[src/common/graphics_cfg.svh]
`ifndef GRAPHICS_CFG_SVH
`define GRAPHICS_CFG_SVH

// kitchen grid placement, in pixels
`define GRID_X0        112
`define GRID_Y0        112
`define TILE_SIZE      32
`define GRID_COLS      13
`define GRID_ROWS      8

// player box and its facing strip
`define SPRITE_SIZE    16
`define FACE_STRIP     4
`define ITEM_MARGIN    4   // clear border around an object in its tile

// register map
`define REG_CTRL        12'h000
`define REG_PLAYER_BASE 12'h010
`define REG_GRID_BASE   12'h400

`define TRANSPARENT    12'hFFF

`endif

[src/common/video_pkg.sv]
`default_nettype none

package video_pkg;

    typedef logic [11:0] color_t;  // rgb444

    // one beat from the video timing source
    typedef struct packed {
        logic [10:0] hcount;
        logic [9:0]  vcount;
        logic        hsync;   // active low
        logic        vsync;   // active low
        logic        blank;
    } pix_beat_t;

    // output of a render layer
    typedef struct packed {
        color_t color;
        logic   hit;
    } layer_px_t;

    localparam color_t BG_COLOR      = 12'h223;
    localparam color_t COUNTER_COLOR = 12'h852;
    localparam color_t FLOOR_A_COLOR = 12'hBBA;
    localparam color_t FLOOR_B_COLOR = 12'h998;

endpackage

`default_nettype wire

[src/common/game_pkg.sv]
`default_nettype none
`include "graphics_cfg.svh"

package game_pkg;

    import video_pkg::*;

    typedef enum logic [3:0] {
        OBJ_EMPTY, OBJ_ONION_WHOLE, OBJ_ONION_CHOPPED, OBJ_BOWL_EMPTY, OBJ_BOWL_FULL,
        OBJ_POT_EMPTY, OBJ_POT_RAW, OBJ_POT_COOKED, OBJ_POT_FIRE, OBJ_FIRE, OBJ_EXTINGUISHER
    } object_t;

    typedef enum logic [1:0] {DIR_UP, DIR_DOWN, DIR_LEFT, DIR_RIGHT} dir_t;

    typedef struct packed {
        logic [8:0] x;
        logic [8:0] y;
        dir_t       dir;
        object_t    held;
    } player_t;

    typedef struct packed {
        logic [1:0]                                num_players_m1;
        player_t [3:0]                             players;
        object_t [`GRID_ROWS-1:0][`GRID_COLS-1:0] cells;
    } game_state_t;

    // register map decode
    typedef enum logic [1:0] {SEL_NONE, SEL_CTRL, SEL_PLAYER, SEL_GRID} reg_region_t;
    typedef enum logic [1:0] {RESP_OKAY = 2'b00, RESP_SLVERR = 2'b10} axi_resp_t;

    typedef struct packed {
        reg_region_t region;
        logic [1:0]  player;
        logic [2:0]  row;
        logic [3:0]  col;
    } reg_sel_t;

    function automatic color_t object_color(input object_t obj);
        case (obj)
            OBJ_ONION_WHOLE:   return 12'hDA4;
            OBJ_ONION_CHOPPED: return 12'hEE8;
            OBJ_BOWL_EMPTY:    return 12'hEEE;
            OBJ_BOWL_FULL:     return 12'hE94;
            OBJ_POT_EMPTY:     return 12'h555;
            OBJ_POT_RAW:       return 12'h5A5;
            OBJ_POT_COOKED:    return 12'hA73;
            OBJ_POT_FIRE:      return 12'hF40;
            OBJ_FIRE:          return 12'hF80;
            OBJ_EXTINGUISHER:  return 12'hD11;
            default:           return 12'hF0F;  // empty or undefined code
        endcase
    endfunction

    function automatic color_t player_color(input logic [1:0] idx);
        case (idx)
            2'd0:    return 12'h22F;
            2'd1:    return 12'hF22;
            2'd2:    return 12'h2C2;
            default: return 12'hFC0;
        endcase
    endfunction

endpackage

`default_nettype wire

[src/logic/game_state_regs.sv]
`timescale 1ns/1ps
`default_nettype none
`include "graphics_cfg.svh"

module game_state_regs import game_pkg::*; (
    input  wire               clock,
    input  wire               rst,
    input  wire  [11:0]       awaddr,
    input  wire               awvalid,
    output logic              awready,
    input  wire  [31:0]       wdata,
    input  wire  [3:0]        wstrb,
    input  wire               wvalid,
    output logic              wready,
    output logic [1:0]        bresp,
    output logic              bvalid,
    input  wire               bready,
    input  wire  [11:0]       araddr,
    input  wire               arvalid,
    output logic              arready,
    output logic [31:0]       rdata,
    output logic [1:0]        rresp,
    output logic              rvalid,
    input  wire               rready,
    output game_state_t       state
);

    localparam logic [9:0] CTRL_WORD  = 10'(`REG_CTRL >> 2);
    localparam logic [7:0] PLAYER_BLK = 8'(`REG_PLAYER_BASE >> 4);
    localparam logic [2:0] GRID_BLK   = 3'(`REG_GRID_BASE >> 9);  // 8 rows of 16 words

    function automatic reg_sel_t decode(input logic [11:0] addr);
        reg_sel_t sel;
        sel.region = SEL_NONE;
        sel.player = addr[3:2];
        sel.row    = addr[8:6];
        sel.col    = addr[5:2];
        if (addr[11:2] == CTRL_WORD)
            sel.region = SEL_CTRL;
        else if (addr[11:4] == PLAYER_BLK)
            sel.region = SEL_PLAYER;
        else if (addr[11:9] == GRID_BLK && sel.col < 4'(`GRID_COLS))
            sel.region = SEL_GRID;  // cols 13..15 stay unmapped
        return sel;
    endfunction

    function automatic logic [31:0] read_word(input reg_sel_t sel, input game_state_t st);
        player_t p;
        p = st.players[sel.player];
        case (sel.region)
            SEL_CTRL:   return {30'd0, st.num_players_m1};
            SEL_PLAYER: return {p.held, p.dir, 1'b0, p.y, 7'd0, p.x};
            SEL_GRID:   return {28'd0, st.cells[sel.row][sel.col]};
            default:    return 32'd0;
        endcase
    endfunction

    reg_sel_t    wsel;
    reg_sel_t    rsel;
    logic        wr_accept;
    logic        rd_accept;
    logic [31:0] wmerged;

    assign wsel      = decode(awaddr);
    assign rsel      = decode(araddr);
    assign wr_accept = awvalid && wvalid && !bvalid;
    assign rd_accept = arvalid && arready;
    assign awready   = wr_accept;
    assign wready    = wr_accept;
    assign arready   = !rvalid;

    // byte strobes over the current contents
    always_comb begin
        wmerged = read_word(wsel, state);
        for (int b = 0; b < 4; b++) begin
            if (wstrb[b])
                wmerged[8*b +: 8] = wdata[8*b +: 8];
        end
    end

    always_ff @(posedge clock) begin
        if (rst) begin
            state  <= '0;
            bvalid <= 1'b0;
        end else if (wr_accept) begin
            bvalid <= 1'b1;
            case (wsel.region)
                SEL_CTRL: state.num_players_m1 <= wmerged[1:0];
                SEL_PLAYER: begin
                    state.players[wsel.player].x    <= wmerged[8:0];
                    state.players[wsel.player].y    <= wmerged[24:16];
                    state.players[wsel.player].dir  <= dir_t'(wmerged[27:26]);
                    state.players[wsel.player].held <= object_t'(wmerged[31:28]);
                end
                SEL_GRID: state.cells[wsel.row][wsel.col] <= object_t'(wmerged[3:0]);
                default: ;  // unmapped, dropped
            endcase
        end else if (bready) begin
            bvalid <= 1'b0;
        end
    end

    always_ff @(posedge clock) begin
        if (wr_accept)
            bresp <= (wsel.region == SEL_NONE) ? RESP_SLVERR : RESP_OKAY;
    end

    always_ff @(posedge clock) begin
        if (rst)
            rvalid <= 1'b0;
        else if (rd_accept)
            rvalid <= 1'b1;
        else if (rready)
            rvalid <= 1'b0;
    end

    // held stable while rvalid waits, arready is low then
    always_ff @(posedge clock) begin
        if (rd_accept) begin
            rdata <= read_word(rsel, state);
            rresp <= (rsel.region == SEL_NONE) ? RESP_SLVERR : RESP_OKAY;
        end
    end

endmodule

`default_nettype wire

[src/logic/player_layer.sv]
`timescale 1ns/1ps
`default_nettype none
`include "graphics_cfg.svh"

module player_layer import video_pkg::*, game_pkg::*; (
    input  wire               clock,
    input  wire               rst,
    input  wire  pix_beat_t   beat_in,
    input  wire  game_state_t state,
    output layer_px_t         px
);

    localparam logic [10:0] SPR_X   = 11'(`SPRITE_SIZE);
    localparam logic [9:0]  SPR_Y   = 10'(`SPRITE_SIZE);
    localparam logic [10:0] STRIP_X = 11'(`FACE_STRIP);
    localparam logic [9:0]  STRIP_Y = 10'(`FACE_STRIP);

    function automatic layer_px_t sprite_px(input player_t p, input logic [1:0] idx,
                                            input pix_beat_t b);
        logic [10:0] dx;
        logic [9:0]  dy;
        logic        in_box;
        logic        in_strip;
        layer_px_t   res;
        // offsets wrap to large values left of or above the box
        dx = b.hcount - {2'b00, p.x};
        dy = b.vcount - {1'b0, p.y};
        in_box = (dx < SPR_X) && (dy < SPR_Y);
        case (p.dir)
            DIR_UP:   in_strip = dy < STRIP_Y;
            DIR_DOWN: in_strip = dy >= SPR_Y - STRIP_Y;
            DIR_LEFT: in_strip = dx < STRIP_X;
            default:  in_strip = dx >= SPR_X - STRIP_X;  // right
        endcase
        res.hit = in_box;
        if (!in_box)
            res.color = `TRANSPARENT;
        else if (in_strip && p.held != OBJ_EMPTY)
            res.color = object_color(p.held);  // held item shows on facing edge
        else
            res.color = player_color(idx);
        return res;
    endfunction

    layer_px_t px_next;

    always_comb begin
        layer_px_t cand;
        px_next.color = `TRANSPARENT;
        px_next.hit   = 1'b0;
        // walk downwards so the lowest index is applied last
        for (int i = 3; i >= 0; i--) begin
            cand = sprite_px(state.players[i], 2'(i), beat_in);
            if (2'(i) <= state.num_players_m1 && cand.hit)
                px_next = cand;
        end
    end

    always_ff @(posedge clock) begin
        if (rst) begin
            px.color <= `TRANSPARENT;
            px.hit   <= 1'b0;
        end else begin
            px <= px_next;
        end
    end

endmodule

`default_nettype wire

[src/logic/tile_layer.sv]
`timescale 1ns/1ps
`default_nettype none
`include "graphics_cfg.svh"

module tile_layer import video_pkg::*, game_pkg::*; (
    input  wire               clock,
    input  wire               rst,
    input  wire  pix_beat_t   beat_in,
    input  wire  game_state_t state,
    output layer_px_t         px,
    output pix_beat_t         beat_out
);

    localparam logic [10:0] X_LO     = 11'(`GRID_X0);
    localparam logic [10:0] X_HI     = 11'(`GRID_X0 + `GRID_COLS * `TILE_SIZE);
    localparam logic [9:0]  Y_LO     = 10'(`GRID_Y0);
    localparam logic [9:0]  Y_HI     = 10'(`GRID_Y0 + `GRID_ROWS * `TILE_SIZE);
    localparam logic [4:0]  IN_LO    = 5'(`ITEM_MARGIN);
    localparam logic [4:0]  IN_HI    = 5'(`TILE_SIZE - `ITEM_MARGIN);
    localparam logic [2:0]  LAST_ROW = 3'(`GRID_ROWS - 1);
    localparam logic [3:0]  LAST_COL = 4'(`GRID_COLS - 1);

    logic [10:0] gx;
    logic [9:0]  gy;
    logic [3:0]  col;
    logic [2:0]  row;
    logic [4:0]  ox;
    logic [4:0]  oy;
    logic        in_grid;
    logic        inner;
    logic        border;
    object_t     obj;
    color_t      color_next;

    assign gx      = beat_in.hcount - X_LO;
    assign gy      = beat_in.vcount - Y_LO;
    assign in_grid = beat_in.hcount >= X_LO && beat_in.hcount < X_HI &&
                     beat_in.vcount >= Y_LO && beat_in.vcount < Y_HI;
    assign col     = 4'(gx / `TILE_SIZE);
    assign row     = 3'(gy / `TILE_SIZE);
    assign ox      = 5'(gx % `TILE_SIZE);  // offset within the tile
    assign oy      = 5'(gy % `TILE_SIZE);
    assign inner   = ox >= IN_LO && ox < IN_HI && oy >= IN_LO && oy < IN_HI;
    assign border  = row == 3'd0 || row == LAST_ROW || col == 4'd0 || col == LAST_COL;
    assign obj     = in_grid ? state.cells[row][col] : OBJ_EMPTY;

    always_comb begin
        if (!in_grid)
            color_next = BG_COLOR;
        else if (obj != OBJ_EMPTY && inner)
            color_next = object_color(obj);
        else if (border)
            color_next = COUNTER_COLOR;
        else if ((row[0] ^ col[0]) == 1'b0)  // checkerboard on row + col
            color_next = FLOOR_A_COLOR;
        else
            color_next = FLOOR_B_COLOR;
    end

    always_ff @(posedge clock) begin
        if (rst) begin
            px.color        <= BG_COLOR;
            px.hit          <= 1'b1;
            beat_out.hcount <= '0;
            beat_out.vcount <= '0;
            beat_out.hsync  <= 1'b1;  // syncs idle high
            beat_out.vsync  <= 1'b1;
            beat_out.blank  <= 1'b1;
        end else begin
            px.color <= color_next;
            px.hit   <= 1'b1;  // tile layer always covers
            beat_out <= beat_in;
        end
    end

endmodule

`default_nettype wire

[src/logic/pixel_compositor.sv]
`timescale 1ns/1ps
`default_nettype none

module pixel_compositor import video_pkg::*; (
    input  wire             clock,
    input  wire             rst,
    input  wire  layer_px_t player_px,
    input  wire  layer_px_t tile_px,
    input  wire  pix_beat_t beat_in,
    output color_t          pixel_out,
    output logic            hsync_out,
    output logic            vsync_out,
    output logic            blank_out
);

    color_t mixed;

    // players over tiles, background if neither layer covers
    always_comb begin
        if (player_px.hit)
            mixed = player_px.color;
        else if (tile_px.hit)
            mixed = tile_px.color;
        else
            mixed = BG_COLOR;
    end

    always_ff @(posedge clock) begin
        if (rst) begin
            pixel_out <= '0;
            hsync_out <= 1'b1;
            vsync_out <= 1'b1;
            blank_out <= 1'b1;
        end else begin
            pixel_out <= beat_in.blank ? '0 : mixed;  // black during blanking
            hsync_out <= beat_in.hsync;
            vsync_out <= beat_in.vsync;
            blank_out <= beat_in.blank;
        end
    end

endmodule

`default_nettype wire

[src/logic/graphics.sv]
`timescale 1ns/1ps
`default_nettype none

module graphics import video_pkg::*, game_pkg::*; (
    input  wire             clock,
    input  wire             rst,
    input  wire  [11:0]     awaddr,
    input  wire             awvalid,
    output logic            awready,
    input  wire  [31:0]     wdata,
    input  wire  [3:0]      wstrb,
    input  wire             wvalid,
    output logic            wready,
    output logic [1:0]      bresp,
    output logic            bvalid,
    input  wire             bready,
    input  wire  [11:0]     araddr,
    input  wire             arvalid,
    output logic            arready,
    output logic [31:0]     rdata,
    output logic [1:0]      rresp,
    output logic            rvalid,
    input  wire             rready,
    input  wire  pix_beat_t beat_in,
    output color_t          pixel_out,
    output logic            hsync_out,
    output logic            vsync_out,
    output logic            blank_out
);

    game_state_t game_state;
    layer_px_t   player_px;
    layer_px_t   tile_px;
    pix_beat_t   beat_s1;  // beat aligned with the stage 1 layers

    game_state_regs u_regs (
        .clock(clock), .rst(rst),
        .awaddr(awaddr), .awvalid(awvalid), .awready(awready),
        .wdata(wdata), .wstrb(wstrb), .wvalid(wvalid), .wready(wready),
        .bresp(bresp), .bvalid(bvalid), .bready(bready),
        .araddr(araddr), .arvalid(arvalid), .arready(arready),
        .rdata(rdata), .rresp(rresp), .rvalid(rvalid), .rready(rready),
        .state(game_state)
    );

    player_layer u_player_layer (
        .clock(clock), .rst(rst), .beat_in(beat_in), .state(game_state), .px(player_px)
    );

    tile_layer u_tile_layer (
        .clock(clock), .rst(rst), .beat_in(beat_in), .state(game_state),
        .px(tile_px), .beat_out(beat_s1)
    );

    pixel_compositor u_compositor (
        .clock(clock), .rst(rst), .player_px(player_px), .tile_px(tile_px),
        .beat_in(beat_s1), .pixel_out(pixel_out), .hsync_out(hsync_out),
        .vsync_out(vsync_out), .blank_out(blank_out)
    );

endmodule

`default_nettype wire

[config.mk]
export PLATFORM = sky130hd
export DESIGN_NAME = graphics
export DESIGN_NICKNAME = d
export VERILOG_FILES = /design/src/common/video_pkg.sv /design/src/common/game_pkg.sv /design/src/logic/game_state_regs.sv /design/src/logic/player_layer.sv /design/src/logic/tile_layer.sv /design/src/logic/pixel_compositor.sv /design/src/logic/graphics.sv
export VERILOG_INCLUDE_DIRS = /design/src /design/src/common
export SDC_FILE = /design/constraint.sdc
export NUM_CORES = 2
export LEC_CHECK = 0
export BUFFER_PORTS_ARGS = -buffer_cell sky130_fd_sc_hd__buf_2
export CORE_UTILIZATION = 40
export DETAILED_ROUTE_END_ITERATION = 10
export SYNTH_ARGS = -nofsm -noshare
export SYNTH_HDL_FRONTEND = slang
export SYNTH_SLANG_ARGS = --single-unit
[constraint.sdc]
create_clock -name clock -period 3.5 [get_ports clock]
set_input_delay 0.175 -clock clock [delete_from_list [all_inputs] [get_ports clock]]
set_output_delay 0.175 -clock clock [all_outputs]
set_load 0.005 [all_outputs]
==> results_dict.tcl <==
set metrics [dict create \
    ys_seq_elements 633 \
    synth_warnings 0 \
    port_buffers 124 \
    synth.area.top_cells "dfxtp_1, mux4_2, nand2_1, a21oi_1, nand3b_1" \
    cts_buffer_depth 3 \
    cp_slowest_stage_delay_ns 0.45 \
    die_area_mm2 0.100 \
    grt_use_total_pct 32.5 \
    crit_type "reg2reg" \
    max_freq_mhz 280 \
    status "finished with violations" \
    wire_per_inst_um 26.1 \
    drtIter0Drc 5223 \
    worst_slack_ns -0.0718 \
    place_hpwl_um 124000 \
    ys_top_cells_by_count "nand2_1, dfxtp_1, a21oi_1" \
    die_y_um 317 \
    antenna_found_initial 4 \
    finClkSkew_ns 0.0428 \
    multi_input_area_mm2 0.0252 \
    regArea_mm2 0.0129 \
    finalNonFillerCells 6397 \
    crit_path_cell_trace "ha_4 -> inv_2 -> fa_2 -> a21o_1 -> a221oi_2 -> o221ai_1 -> or3b_4 -> nor4_4 -> buf_4 -> o2111ai_4 -> buf_6 -> buf_6 -> nand3b_1 -> o2bb2ai_2 -> a222oi_1" \
    hold_viol_final 0 \
    synth_top_flop_cell "dfxtp_1" \
    arrival_ns 4.05 \
    cp_common_cell "buf_6" \
    clk_pin_slew_ns 0.07 \
    gr-total-overflow 0 \
    cts_buffers 75 \
    worst_ir_drop_vdd_uv 331 \
    die_w_um 317 \
    h-tree-depth 3 \
    drive_gt1_share_pct 23.7 \
    finalCritPeriodShare_pct 102 \
    gp_congestion 1.07 \
    pin_count 147 \
    total_power_uw 18000 \
    cts.sinks 633 \
    maxCapViolations 0 \
    cp_max_fo 4 \
    maxSlewViolCount 0 \
    wl_um 167000 \
    crit_required_ns 3.98 \
    violations "setup timing" \
    power-per-cell-area_mw_per_mm2 369 \
    synth-edff-count 26 \
    root_buffer "clkbuf_16" \
    hold_class "in2reg" \
    grt_setup_unrepaired "true" \
    synth_cell_types 97 \
    nFillCells 9192 \
    tns_ns -0.202 \
    row_count 115 \
    area_growth_syn_to_layout_pct 23.4 \
    cts_tree "built" \
    worstMarginPinSlew_ns 1.27 \
    synth_area_per_cell_um2 8.56 \
    firstDrtPassIters 6 \
    critPathLaunchType "flop" \
    leakage_uw 0.0171 \
    critPathCaptureType "flop" \
    synthCells 4622 \
    grt_pass1_vias 37400 \
    slowest_stage "or3b_4" \
    synth_top_area_share_pct 30.7 \
    synth_area_mm2 0.0396 \
    drc 0 \
    async_flop_share_pct 0 \
    viasPerCell 6.36 \
    synth_top_cell_by_area "dfxtp_1" \
    finalSetupViolCount 6 \
    fin_nets 5249 \
    timing.hold.ws_ns 0.0242 \
    fin_crit_ns 3.57 \
    vias 40700 \
    slew_headroom_pct 15.5 \
    grt_max_degree 208 \
    start_util_pct 40.3 \
    coreArea_mm2 0.0983 \
    insertion_delay_ns 0.68 \
    grt_pass1_wl_um 246000 \
    placed_cells 6212 \
    synth_most_common_cell "nand2_1" \
    final_core_utilization_pct 49.7 \
    postRouteAntennaNets 0 \
    yosysSeqAreaShare_pct 32.7 \
]
## cell type report
class                           instances  share of cell area (%)
Sequential cell                       633                    26.5
Tap cell                             1287                    3.30
Multi-Input combinational cell       3464                    51.6
Clock inverter                         37                   0.858
Inverter                              137                    1.06
Clock buffer                          101                    4.16
Timing Repair Buffer                  736                    12.5
Antenna cell                            2                  0.0102
## sequential cells by signal (all words and copies together) (netlist names), named ones only
register	flops
u_tile_layer.beat_out	3
u_regs.rdata	24
u_compositor.blank_out	1
u_compositor.vsync_out	1
u_regs.rresp	1
u_player_layer.px	13
u_regs.state	514
u_compositor.pixel_out	12
u_regs.bvalid	1
u_compositor.hsync_out	1
u_tile_layer.px	12
u_regs.bresp	1
u_regs.rvalid	1
## final timing paths
kind                                          startpoint                     end  slack [ns]  cells past startpoint
worst max-delay path                   u_regs.state[479]   u_player_layer.px[10]       -0.07                     15
worst min-delay path                                 rst           u_regs.bvalid        0.02                      2
worst max register to register         u_regs.state[479]   u_player_layer.px[10]       -0.07                     15
worst min register to register  u_tile_layer.beat_out[2]  u_compositor.hsync_out        0.38                      1
## routing by layer
layer | track usage (%) | wire, um | vias up
met4 | 14.0 | 8370 | 4
li1 | - | - | 18100
met1 | 44.7 | 68000 | 19600
met5 | 0 | 27 | -
met2 | 48.8 | 71700 | 2487
met3 | 7.42 | 18900 | 496
## layout by cell type, fill, tap and decap left out, drive strengths merged, types with 117 or more instances in the layout
master	n
buf	711
nand2	631
dfxtp	607
a21oi	355
o21ai	285
nand3	272
nor2	250
nand3b	223
mux4	206
inv	136
a22oi	127
a211oi	117
## critical path, delay by kind of cell (launching register included)
| family | cells | cell delay, ns |
|---|---|---|
| AND/OR/NAND/NOR | 3 | 0.74 |
| flip-flops | 1 | 0.35 |
| buffers and inverters | 4 | 0.50 |
| AO/OA/AOI/OAI | 6 | 1.29 |
| adder cells (fa/ha/maj) | 2 | 0.48 |
## what timing repair did
action	CTS	global route
endpoints found under the hold margin	64	0
buffers inserted	6	14
setup endpoints to repair	17	20
cloned	0	1
hold buffers	25	0
pin swaps	27	42
resized for setup	55	64
## where the power goes
part | internal [uW] | switching, uW | leakage [uW] | total [uW]
clock network | 4520 | 3470 | 0.00119 | 7990
logic | 1060 | 1680 | 0.0108 | 2740
registers | 7280 | 7.96 | 0.00515 | 7280
total | 12900 | 5160 | 0.0171 | 18000
## metrics by stage
step | setup WS [ns] | area, um^2
floorplan | -0.0117 | 39700
finish | -0.0718 | 48800
CTS | -0.106 | 48400
global placement | -0.637 | 45400
detailed placement | -0.689 | 45400
global route | -0.299 | 48800
## kinds of logic (layout without fill, tap and decap cells)
logic type	count (synthesis)	in the layout	synth area share, %
multiplexers	304	304	14.2
XOR/XNOR	36	36	0.797
AO/OA/AOI/OAI	1292	1293	21.4
adder cells (fa/ha/maj)	111	111	3.66
other	1	12	0.00947
buffers and inverters	535	1011	5.66
AND/OR/NAND/NOR	1710	1710	21.6
flip-flops	633	633	32.7
(Power assumes the default switching activity.)
